$ cat config.mk
export PLATFORM = sky130hd
export DESIGN_NAME = fetch_top
export DESIGN_NICKNAME = d
export VERILOG_FILES = /design/src/rtl/fetch_pkg.sv /design/src/rtl/fetch_top.sv /design/src/rtl/instr_aligner.sv /design/src/rtl/l0_line_buffer.sv /design/src/rtl/line_fetch_ctrl.sv
export VERILOG_INCLUDE_DIRS = /design/src /design/src/include
export SDC_FILE = /design/constraint.sdc
export NUM_CORES = 1
export LEC_CHECK = 0
export ABC_AREA = 1
export ABC_CLOCK_PERIOD_IN_PS = 16100
export BUFFER_PORTS_ARGS = -buffer_cell sky130_fd_sc_hd__buf_2
export CAP_MARGIN = 25
export CORE_ASPECT_RATIO = 0.9
export CORE_MARGIN = 2
export CORE_UTILIZATION = 56
export DETAILED_ROUTE_END_ITERATION = 7
export PLACE_DENSITY_LB_ADDON = 0.2
export SLEW_MARGIN = 20
export SYNTH_ARGS = -nofsm -noshare
export SYNTH_HDL_FRONTEND = slang
export SYNTH_SLANG_ARGS = --single-unit
$ cat constraint.sdc
create_clock -name clk -period 16.1 [get_ports clk]
set_clock_uncertainty 0.05 [all_clocks]
set_input_delay 4.83 -clock clk [delete_from_list [all_inputs] [get_ports clk]]
set_output_delay 4.83 -clock clk [all_outputs]
set_load 0.01 [all_outputs]
$ cat src/include/fetch_defines.svh
////////////////////
// fetch geometry
// address, word and line sizes for the fetch front end
// pointer and offset logic assume four words per line
////////////////////
`ifndef FETCH_DEFINES_SVH
`define FETCH_DEFINES_SVH

// byte address width
`define FETCH_ADDR_W     32
// one instruction word
`define FETCH_WORD_W     32
// words per cache line
`define FETCH_LINE_WORDS 4
// full line as returned by memory
`define FETCH_LINE_W     (`FETCH_WORD_W * `FETCH_LINE_WORDS)

`endif
$ cat src/rtl/fetch_pkg.sv
////////////////////
// fetch package
// word, address and line types shared by the fetch blocks
// plus the state encoding of the line controller
////////////////////
`include "fetch_defines.svh"

package fetch_pkg;

  // one instruction word
  typedef logic [`FETCH_WORD_W-1:0] word_t;

  // byte address, lines are 16 byte aligned
  typedef logic [`FETCH_ADDR_W-1:0] addr_t;

  // one cache line, word 0 sits in the low bits
  typedef word_t [`FETCH_LINE_WORDS-1:0] line_t;

  // line controller states
  typedef enum logic [1:0] {
    IDLE         = 2'b00,  // nothing outstanding
    WAIT_GNT     = 2'b01,  // req high, waiting for memory to take it
    WAIT_RVALID  = 2'b10,  // granted, response still to come
    WAIT_ABORTED = 2'b11   // granted but stale, drop the response
  } fetch_state_e;

endpackage

$ cat src/rtl/fetch_top.sv
////////////////////
// instruction fetch front end
// line controller, L0 buffer and aligner between
// the core valid/ready port and req/gnt/rvalid memory
////////////////////
`timescale 1ns/1ns

module fetch_top (
  input  logic             clk,
  input  logic             rst_n,
  // core side
  input  logic             branch_i,
  input  fetch_pkg::addr_t branch_addr_i,
  input  logic             ready_i,
  input  logic             unaligned_i,
  output logic             valid_o,
  output fetch_pkg::word_t rdata_o,
  output fetch_pkg::addr_t addr_o,
  output logic             busy_o,
  // memory side
  output logic             instr_req_o,
  output fetch_pkg::addr_t instr_addr_o,
  input  logic             instr_gnt_i,
  input  logic             instr_rvalid_i,
  input  fetch_pkg::line_t instr_rdata_i
);
  import fetch_pkg::*;

  logic  need_next;
  logic  line_load;
  addr_t line_base;
  logic  prefetch;
  logic  buf_valid;
  word_t buf_word;
  addr_t buf_addr;
  logic  buf_ready;

  line_fetch_ctrl u_ctrl (
    .clk            (clk),
    .rst_n          (rst_n),
    .branch_i       (branch_i),
    .branch_addr_i  (branch_addr_i),
    .need_next_i    (need_next),
    .instr_gnt_i    (instr_gnt_i),
    .instr_rvalid_i (instr_rvalid_i),
    .instr_req_o    (instr_req_o),
    .instr_addr_o   (instr_addr_o),
    .line_load_o    (line_load),
    .line_base_o    (line_base),
    .prefetch_o     (prefetch),
    .busy_o         (busy_o)
  );

  l0_line_buffer u_buf (
    .clk           (clk),
    .rst_n         (rst_n),
    .branch_i      (branch_i),
    .branch_addr_i (branch_addr_i),
    .line_load_i   (line_load),
    .line_base_i   (line_base),
    .prefetch_i    (prefetch),
    .instr_rdata_i (instr_rdata_i),
    .buf_ready_i   (buf_ready),
    .need_next_o   (need_next),
    .buf_valid_o   (buf_valid),
    .buf_word_o    (buf_word),
    .buf_addr_o    (buf_addr)
  );

  instr_aligner u_align (
    .clk         (clk),
    .rst_n       (rst_n),
    .branch_i    (branch_i),
    .unaligned_i (unaligned_i),
    .buf_valid_i (buf_valid),
    .buf_word_i  (buf_word),
    .buf_addr_i  (buf_addr),
    .buf_ready_o (buf_ready),
    .ready_i     (ready_i),
    .valid_o     (valid_o),
    .rdata_o     (rdata_o),
    .addr_o      (addr_o)
  );

endmodule

$ cat src/rtl/instr_aligner.sv
////////////////////
// instruction aligner
// passes buffer words through, or stitches a
// halfword aligned instruction from two words
////////////////////
`timescale 1ns/1ns

module instr_aligner (
  input  logic             clk,
  input  logic             rst_n,
  input  logic             branch_i,
  input  logic             unaligned_i,
  input  logic             buf_valid_i,
  input  fetch_pkg::word_t buf_word_i,
  input  fetch_pkg::addr_t buf_addr_i,
  output logic             buf_ready_o,
  input  logic             ready_i,
  output logic             valid_o,
  output fetch_pkg::word_t rdata_o,
  output fetch_pkg::addr_t addr_o
);
  import fetch_pkg::*;

  logic [15:0] held_half_q;   // upper half of the last consumed word
  addr_t       held_addr_q;   // address of that word
  logic        held_valid_q;
  logic        can_issue;
  logic        consume;

  // stitching needs a previous word since the last branch
  assign can_issue = ~unaligned_i | held_valid_q;

  assign valid_o     = buf_valid_i & can_issue;
  assign buf_ready_o = ready_i & can_issue;
  assign consume     = valid_o & ready_i;

  ////////////////////
  // output mux
  ////////////////////
  always_comb
  begin
    if (unaligned_i)
    begin
      rdata_o = {buf_word_i[15:0], held_half_q};  // low half of current on top
      addr_o  = held_addr_q + addr_t'(2);
    end
    else
    begin
      rdata_o = buf_word_i;
      addr_o  = buf_addr_i;
    end
  end

  always_ff @(posedge clk or negedge rst_n)
  begin
    if (!rst_n)
      held_valid_q <= 1'b0;
    else if (branch_i)
      held_valid_q <= 1'b0;  // old half belongs to the old stream
    else if (consume)
      held_valid_q <= 1'b1;
  end

  always_ff @(posedge clk)
  begin
    if (consume)
    begin
      held_half_q <= buf_word_i[31:16];
      held_addr_q <= buf_addr_i;
    end
  end

endmodule

$ cat src/rtl/l0_line_buffer.sv
////////////////////
// L0 line buffer
// holds the current line and walks the word pointer
// word 3 is kept aside when a prefetch overwrites the line
////////////////////
`timescale 1ns/1ns
`include "fetch_defines.svh"

module l0_line_buffer (
  input  logic             clk,
  input  logic             rst_n,
  input  logic             branch_i,
  input  fetch_pkg::addr_t branch_addr_i,
  input  logic             line_load_i,
  input  fetch_pkg::addr_t line_base_i,
  input  logic             prefetch_i,
  input  fetch_pkg::line_t instr_rdata_i,
  input  logic             buf_ready_i,
  output logic             need_next_o,
  output logic             buf_valid_o,
  output fetch_pkg::word_t buf_word_o,
  output fetch_pkg::addr_t buf_addr_o
);
  import fetch_pkg::*;

  line_t      line_q;
  addr_t      base_q;
  logic [1:0] ptr_q;          // word within the line
  logic       line_valid_q;   // line_q[ptr_q] not yet consumed
  word_t      saved_word_q;   // old word 3 after a prefetch overwrite
  addr_t      saved_addr_q;
  logic       saved_valid_q;
  logic       next_req_q;     // next line already asked for
  logic       on_last;
  logic       hs;
  logic       keep_last;

  assign on_last   = (ptr_q == 2'(`FETCH_LINE_WORDS - 1));
  assign hs        = buf_valid_o & buf_ready_i;
  assign keep_last = line_valid_q & on_last & ~hs;  // word 3 still pending

  assign need_next_o = line_valid_q & on_last & ~next_req_q;
  assign buf_valid_o = saved_valid_q | line_valid_q;
  assign buf_word_o  = saved_valid_q ? saved_word_q : line_q[ptr_q];
  assign buf_addr_o  = saved_valid_q ? saved_addr_q
                                     : {base_q[`FETCH_ADDR_W-1:4], ptr_q, 2'b00};

  always_ff @(posedge clk or negedge rst_n)
  begin
    if (!rst_n)
    begin
      ptr_q         <= '0;
      line_valid_q  <= 1'b0;
      saved_valid_q <= 1'b0;
      next_req_q    <= 1'b0;
    end
    else if (branch_i)
    begin
      ptr_q         <= branch_addr_i[3:2];  // start at the target word
      line_valid_q  <= 1'b0;
      saved_valid_q <= 1'b0;
      next_req_q    <= 1'b0;
    end
    else
    begin
      if (need_next_o)
        next_req_q <= 1'b1;
      if (hs && saved_valid_q)
        saved_valid_q <= 1'b0;   // saved word goes first
      else if (hs)
      begin
        ptr_q <= ptr_q + 2'd1;
        if (on_last)
          line_valid_q <= 1'b0;  // line used up, wait for prefetch
      end
      if (line_load_i)
      begin
        line_valid_q <= 1'b1;
        if (prefetch_i)
        begin
          ptr_q      <= '0;
          next_req_q <= 1'b0;
          if (keep_last)
            saved_valid_q <= 1'b1;
        end
      end
    end
  end

  // line and saved word storage
  always_ff @(posedge clk)
  begin
    if (line_load_i)
    begin
      line_q <= instr_rdata_i;
      base_q <= line_base_i;
    end
    if (line_load_i && prefetch_i && keep_last)
    begin
      saved_word_q <= line_q[`FETCH_LINE_WORDS-1];
      saved_addr_q <= {base_q[`FETCH_ADDR_W-1:4], 2'b11, 2'b00};
    end
  end

  // a stalled word stays put, also across a prefetch overwrite
  a_hold_stable: assert property (@(posedge clk) disable iff (!rst_n)
    buf_valid_o && !buf_ready_i && !branch_i
    |=> buf_valid_o && $stable(buf_word_o) && $stable(buf_addr_o));

endmodule

$ cat src/rtl/line_fetch_ctrl.sv
////////////////////
// line fetch controller
// issues line requests over req/gnt/rvalid, one at a time
// handles branch targets, next-line prefetch and aborts
// a stale response is waited for and dropped
////////////////////
`timescale 1ns/1ns
`include "fetch_defines.svh"

module line_fetch_ctrl (
  input  logic             clk,
  input  logic             rst_n,
  input  logic             branch_i,
  input  fetch_pkg::addr_t branch_addr_i,
  input  logic             need_next_i,
  input  logic             instr_gnt_i,
  input  logic             instr_rvalid_i,
  output logic             instr_req_o,
  output fetch_pkg::addr_t instr_addr_o,
  output logic             line_load_o,
  output fetch_pkg::addr_t line_base_o,
  output logic             prefetch_o,
  output logic             busy_o
);
  import fetch_pkg::*;

  fetch_state_e state_q, state_d;
  addr_t        req_addr_q;              // line in flight
  addr_t        tgt_addr_q, tgt_addr_d;  // line the stream is on
  logic         pref_q;                  // request in flight is a prefetch
  logic         stale_q, stale_d;        // branch seen before the grant
  addr_t        branch_line;
  addr_t        next_line;
  logic         issue;                   // new request starts this cycle
  logic         issue_pref;

  assign branch_line = {branch_addr_i[`FETCH_ADDR_W-1:4], 4'b0000};
  assign next_line   = tgt_addr_q + addr_t'(`FETCH_LINE_W / 8);

  ////////////////////
  // next state
  ////////////////////
  always_comb
  begin
    state_d      = state_q;
    tgt_addr_d   = tgt_addr_q;
    stale_d      = stale_q;
    instr_req_o  = 1'b0;
    instr_addr_o = branch_line;
    issue        = 1'b0;
    issue_pref   = 1'b0;
    line_load_o  = 1'b0;

    case (state_q)
      IDLE:
      begin
        if (branch_i)
        begin
          issue      = 1'b1;  // same cycle as the branch
          tgt_addr_d = branch_line;
        end
        else if (need_next_i)
        begin
          issue        = 1'b1;
          issue_pref   = 1'b1;
          instr_addr_o = next_line;
          tgt_addr_d   = next_line;
        end
      end
      WAIT_GNT:
      begin
        instr_req_o  = 1'b1;
        instr_addr_o = req_addr_q;  // held until granted
        if (branch_i)
        begin
          stale_d    = 1'b1;  // finish the handshake, drop the data later
          tgt_addr_d = branch_line;
        end
        if (instr_gnt_i)
          state_d = (stale_q || branch_i) ? WAIT_ABORTED : WAIT_RVALID;
      end
      WAIT_RVALID:
      begin
        if (branch_i)
        begin
          tgt_addr_d = branch_line;
          if (instr_rvalid_i)
            issue = 1'b1;  // stale data arrives now, restart at once
          else
            state_d = WAIT_ABORTED;
        end
        else if (instr_rvalid_i)
        begin
          line_load_o = 1'b1;
          state_d     = IDLE;
        end
      end
      WAIT_ABORTED:
      begin
        if (branch_i)
          tgt_addr_d = branch_line;  // newest target wins
        else
          instr_addr_o = tgt_addr_q;
        if (instr_rvalid_i)
          issue = 1'b1;  // response dropped
      end
      default: state_d = IDLE;
    endcase

    if (issue)
    begin
      instr_req_o = 1'b1;
      stale_d     = 1'b0;
      state_d     = instr_gnt_i ? WAIT_RVALID : WAIT_GNT;
    end
  end

  always_ff @(posedge clk or negedge rst_n)
  begin
    if (!rst_n)
    begin
      state_q <= IDLE;
      stale_q <= 1'b0;
      pref_q  <= 1'b0;
    end
    else
    begin
      state_q <= state_d;
      stale_q <= stale_d;
      if (issue)
        pref_q <= issue_pref;
    end
  end

  // line addresses
  always_ff @(posedge clk)
  begin
    tgt_addr_q <= tgt_addr_d;
    if (issue)
      req_addr_q <= instr_addr_o;
  end

  assign line_base_o = req_addr_q;
  assign prefetch_o  = pref_q;
  assign busy_o      = (state_q != IDLE) || instr_req_o;

  ////////////////////
  // protocol checks
  ////////////////////
  // an ungranted request stays up with the same line address
  a_req_stable: assert property (@(posedge clk) disable iff (!rst_n)
    instr_req_o && !instr_gnt_i |=> instr_req_o && $stable(instr_addr_o));

  // memory never answers without a granted request
  a_no_idle_rvalid: assert property (@(posedge clk) disable iff (!rst_n)
    state_q == IDLE |-> !instr_rvalid_i);

endmodule

==> results.sh <==
export IMPL_outcome="finished, final reports clean"
export IMPL_place_port_buffers=262
export IMPL_critPathArrivalTime_ps=7570
export IMPL_layout_worst_path_cycle_share=0.773
export IMPL_hold_buffers=0
export IMPL_grt_setup_unrepaired="no"
export IMPL_grt_first_pass_wirelength_mm=61.1
export IMPL_crit_path_max_fanout=58
export IMPL_number_of_global_route_vias_before_repair=11000
export IMPL_post_cts_setup_buffers=0
export IMPL_max_stage_delay_ps=540
export IMPL_post_synth_top_area_fraction=0.643
export IMPL_finalSetupViolations=0
export IMPL_pwr_share_comb=0.277
export IMPL_max_freq_mhz=80.3
export IMPL_grt_start_max_net_pins=77
export IMPL_vias_per_cell=5.72
export IMPL_clk_insertion_delay_late_ps=520
export IMPL_pwr_share_seq=0.449
export IMPL_synth_edff_count=326
export IMPL_place_ws_ps=3710
export IMPL_max_cap_violations=0
export IMPL_placedCellCount=2019
export IMPL_cts_root_buffer_cell="sky130_fd_sc_hd__clkbuf_16"
export IMPL_worst_pin_slew_ps=941
export IMPL_synth_area_per_cell_um2=10.4
export IMPL_fp_dieH_um=160
export IMPL_cts_made_buffers=35
export IMPL_timing_max_transition_violations_final=0
export IMPL_ys_async_sr_fraction=0.0298
export IMPL_layout_nets=1876
export IMPL_seq_area_frac_synth=0.660
export IMPL_cts_root_to_sink_buffers=3
export IMPL_setup_tns_final_ps=0
export IMPL_layout_setup_ws_ps=3650
export IMPL_power_clock_fraction=0.274
export IMPL_dieArea_mm2=0.0285
export IMPL_initialDrtViolationCount=1358
export IMPL_cell_internal_pwr_mw=1.87
export IMPL_routed_via_count=11900
export IMPL_synthFlopType="sky130_fd_sc_hd__edfxtp_1"
export IMPL_max_slew_margin_rel=0.373
export IMPL_core_rowCount=57
export IMPL_place_gp_congestion=0.943
export IMPL_synth_ff_latch_count=336
export IMPL_fin_total_pwr_mw=2.84
export IMPL_net_switching_power_mw=0.973
export IMPL_drt_drc_violations_left=0
export IMPL_timing_critical_path_required_ps=11220
export IMPL_syn_nets=1639
export IMPL_final_antenna_net_count=0
export IMPL_cts_htree_levels=2
export IMPL_postCtsResizedCells=0
export IMPL_synth_warning_count=0
export IMPL_layout_cells_sized_above_1=0.202
export IMPL_max_vdd_ir_drop_uv=112
export IMPL_drt_first_pass_iters=5
export IMPL_worst_setup_path_type="input pin to output pin"
export IMPL_die_w_um=178
export IMPL_finalHoldWorstSlack_ps=395
export IMPL_cp_slowest_cell="sky130_fd_sc_hd__buf_4"
export IMPL_stdcell_count=2085
export IMPL_worstSetupEndpointType="output pin"
export IMPL_core_area_mm2=0.0269
export IMPL_power_density_mw_per_mm2=159
export IMPL_syn_area_mm2=0.0152
export IMPL_crit_chain="buf_2 > buf_4 > inv_2 > nand2_2 > nand2_1 > inv_2 > nand2_1 > nand3_1 > inv_1 > a21oi_1 > buf_2"
export IMPL_fin_util=0.665
export IMPL_post_drt_wl_per_cell_um=19.2
export IMPL_p_sw_frac=0.342
export IMPL_yosys_cell_types_count=36
export IMPL_antenna_found_initial=5
export IMPL_overall_routed_net_length_mm=40.0
export IMPL_clkSlewWorstSetupHoldPaths_ps=60
export IMPL_worst_path_dominant_cell_family="buffers and inverters"
export IMPL_io_pins=266
export IMPL_clock_period_minus_final_worst_setup_slack_ps=12450
export IMPL_postSynthCellCount=1465
export IMPL_detailedPlacementHpwl_mm=26.3
export IMPL_synth_area_leaders="sky130_fd_sc_hd__edfxtp_1 (64%), sky130_fd_sc_hd__nand2_1 (8.5%), sky130_fd_sc_hd__nor2_1 (5.5%)"
export IMPL_grt_use_total=0.277
export IMPL_hold_class="flop to flop"
export IMPL_numClockSinks=336
export IMPL_gr_total_overflow=0
export IMPL_fin_area_mm2=0.0179
export IMPL_standby_leakage_power_nw=6.92
export IMPL_final_hold_violation_count=0
export IMPL_placed_cell_area_mm2=0.0168
export IMPL_floorplan_initialDensity=0.566
export IMPL_cp_num_buf_inv=6
export IMPL_start_kind="input pin"
export IMPL_syn2layout_area_growth_pct=17.5
export IMPL_tritoncts="built"
export IMPL_synth_largest_area_cell="sky130_fd_sc_hd__edfxtp_1"
## final timing paths
path	from	endpoint	slack, ps	depth (start not counted)
setup / recovery	branch_i	instr_addr_o[31]	3650	11
hold / removal	u_buf.line_q[127]	u_buf.saved_word_q[31]	390	0
setup reg to reg	u_ctrl.state_q[0]	u_buf.saved_word_q[15]	12170	8
hold reg to reg	u_buf.line_q[127]	u_buf.saved_word_q[31]	390	0
max in group asynchronous	rst_n	u_buf.ptr_q[0]	11670	1
min in group asynchronous	rst_n	u_buf.line_valid_q	4120	1
## synth_stat cells, types with 3 or more instances
cell and n:
sky130_fd_sc_hd__nand2_1 345, sky130_fd_sc_hd__edfxtp_1 326, sky130_fd_sc_hd__nor2_1 222, sky130_fd_sc_hd__o21ai_0 113, sky130_fd_sc_hd__nand3_1 72, sky130_fd_sc_hd__inv_1 59
sky130_fd_sc_hd__a31oi_1 50, sky130_fd_sc_hd__a21oi_1 41, sky130_fd_sc_hd__clkbuf_1 35, sky130_fd_sc_hd__o21ai_1 28, sky130_fd_sc_hd__o211ai_1 23, sky130_fd_sc_hd__buf_2 22
sky130_fd_sc_hd__a22oi_1 19, sky130_fd_sc_hd__buf_1 11, sky130_fd_sc_hd__buf_4 10, sky130_fd_sc_hd__dfrtp_1 10, sky130_fd_sc_hd__inv_2 9, sky130_fd_sc_hd__o21a_1 9
sky130_fd_sc_hd__xor2_1 9, sky130_fd_sc_hd__o22ai_1 8, sky130_fd_sc_hd__ha_1 7, sky130_fd_sc_hd__nor3_1 7, sky130_fd_sc_hd__nand2_2 6, sky130_fd_sc_hd__nor2_2 5
sky130_fd_sc_hd__o311ai_0 4, sky130_fd_sc_hd__a211oi_1 3, sky130_fd_sc_hd__xnor2_1 3
## metal layers
layer | part of all wire | global-route usage | wire [µm]
met2 | 0.45 | 0.415 | 17900
met3 | 0.095 | 0.0492 | 3820
met5 | 0.00022 | 0 | 9
met4 | 0.020 | 0.0775 | 807
met1 | 0.44 | 0.421 | 17500
## kinds of logic (layout without fill, tap and decap cells)
| kind of cell | count (synthesis) | after routing | share of synthesized area |
|---|---|---|---|
| buffers and inverters | 147 | 409 | 0.0406 |
| adders and majority gates | 7 | 7 | 0.00575 |
| xor gates and xnor gates | 12 | 12 | 0.00691 |
| other | 1 | 5 | 0.000246 |
| and+or+nand+nor | 659 | 659 | 0.172 |
| DFF | 336 | 336 | 0.660 |
| AOI/OAI and AO/OA | 303 | 303 | 0.115 |
## power groups by stage
stage	sequential (mW)	combinational (mW)	clock [mW]
floorplan	1.25	0.508	0
global placement	1.29	0.754	0
detailed placement	1.29	0.776	0
CTS	1.27	0.779	0.791
global route	1.29	0.862	0.824
finish	1.28	0.787	0.779
## state kept, by name, summed over array words and instances (netlist names)
| signal | flops |
|---|---|
| u_align.held_addr_q | 30 |
| u_align.held_half_q | 16 |
| u_align.held_valid_q | 1 |
| u_buf.base_q | 28 |
| u_buf.line_q | 128 |
| u_buf.line_valid_q | 1 |
| u_buf.next_req_q | 1 |
| u_buf.ptr_q | 2 |
| u_buf.saved_addr_q | 28 |
| u_buf.saved_valid_q | 1 |
| u_buf.saved_word_q | 32 |
| u_ctrl.line_base_o | 32 |
| u_ctrl.prefetch_o | 1 |
| u_ctrl.stale_q | 1 |
| u_ctrl.state_q | 2 |
| u_ctrl.tgt_addr_q | 32 |
## placed cells by master, fill, tap and decap left out, drive strengths merged, types with 4 or more instances in the layout
cell type	instances
clkbuf	48
o21ai	141
buf	279
inv	70
o211ai	23
dfrtp	10
nand2	351
diode	4
ha	7
o311ai	4
xor2	9
a31oi	50
nor3	7
nand3	72
o22ai	8
o21a	9
a22oi	19
clkinv	9
a21oi	42
edfxtp	326
nor2	228
## layout make-up
cell class,instances,area (µm²)
well taps,354,443
inverters,68,255
repair buffers,279,1470
clock inverters,14,154
flip-flops and latches,336,10000
diodes,4,10.0
multi-input cells,982,4590
clock buffers,48,925
fillers,2088,9000
Note: power is estimated with default switching activity, not from simulation.
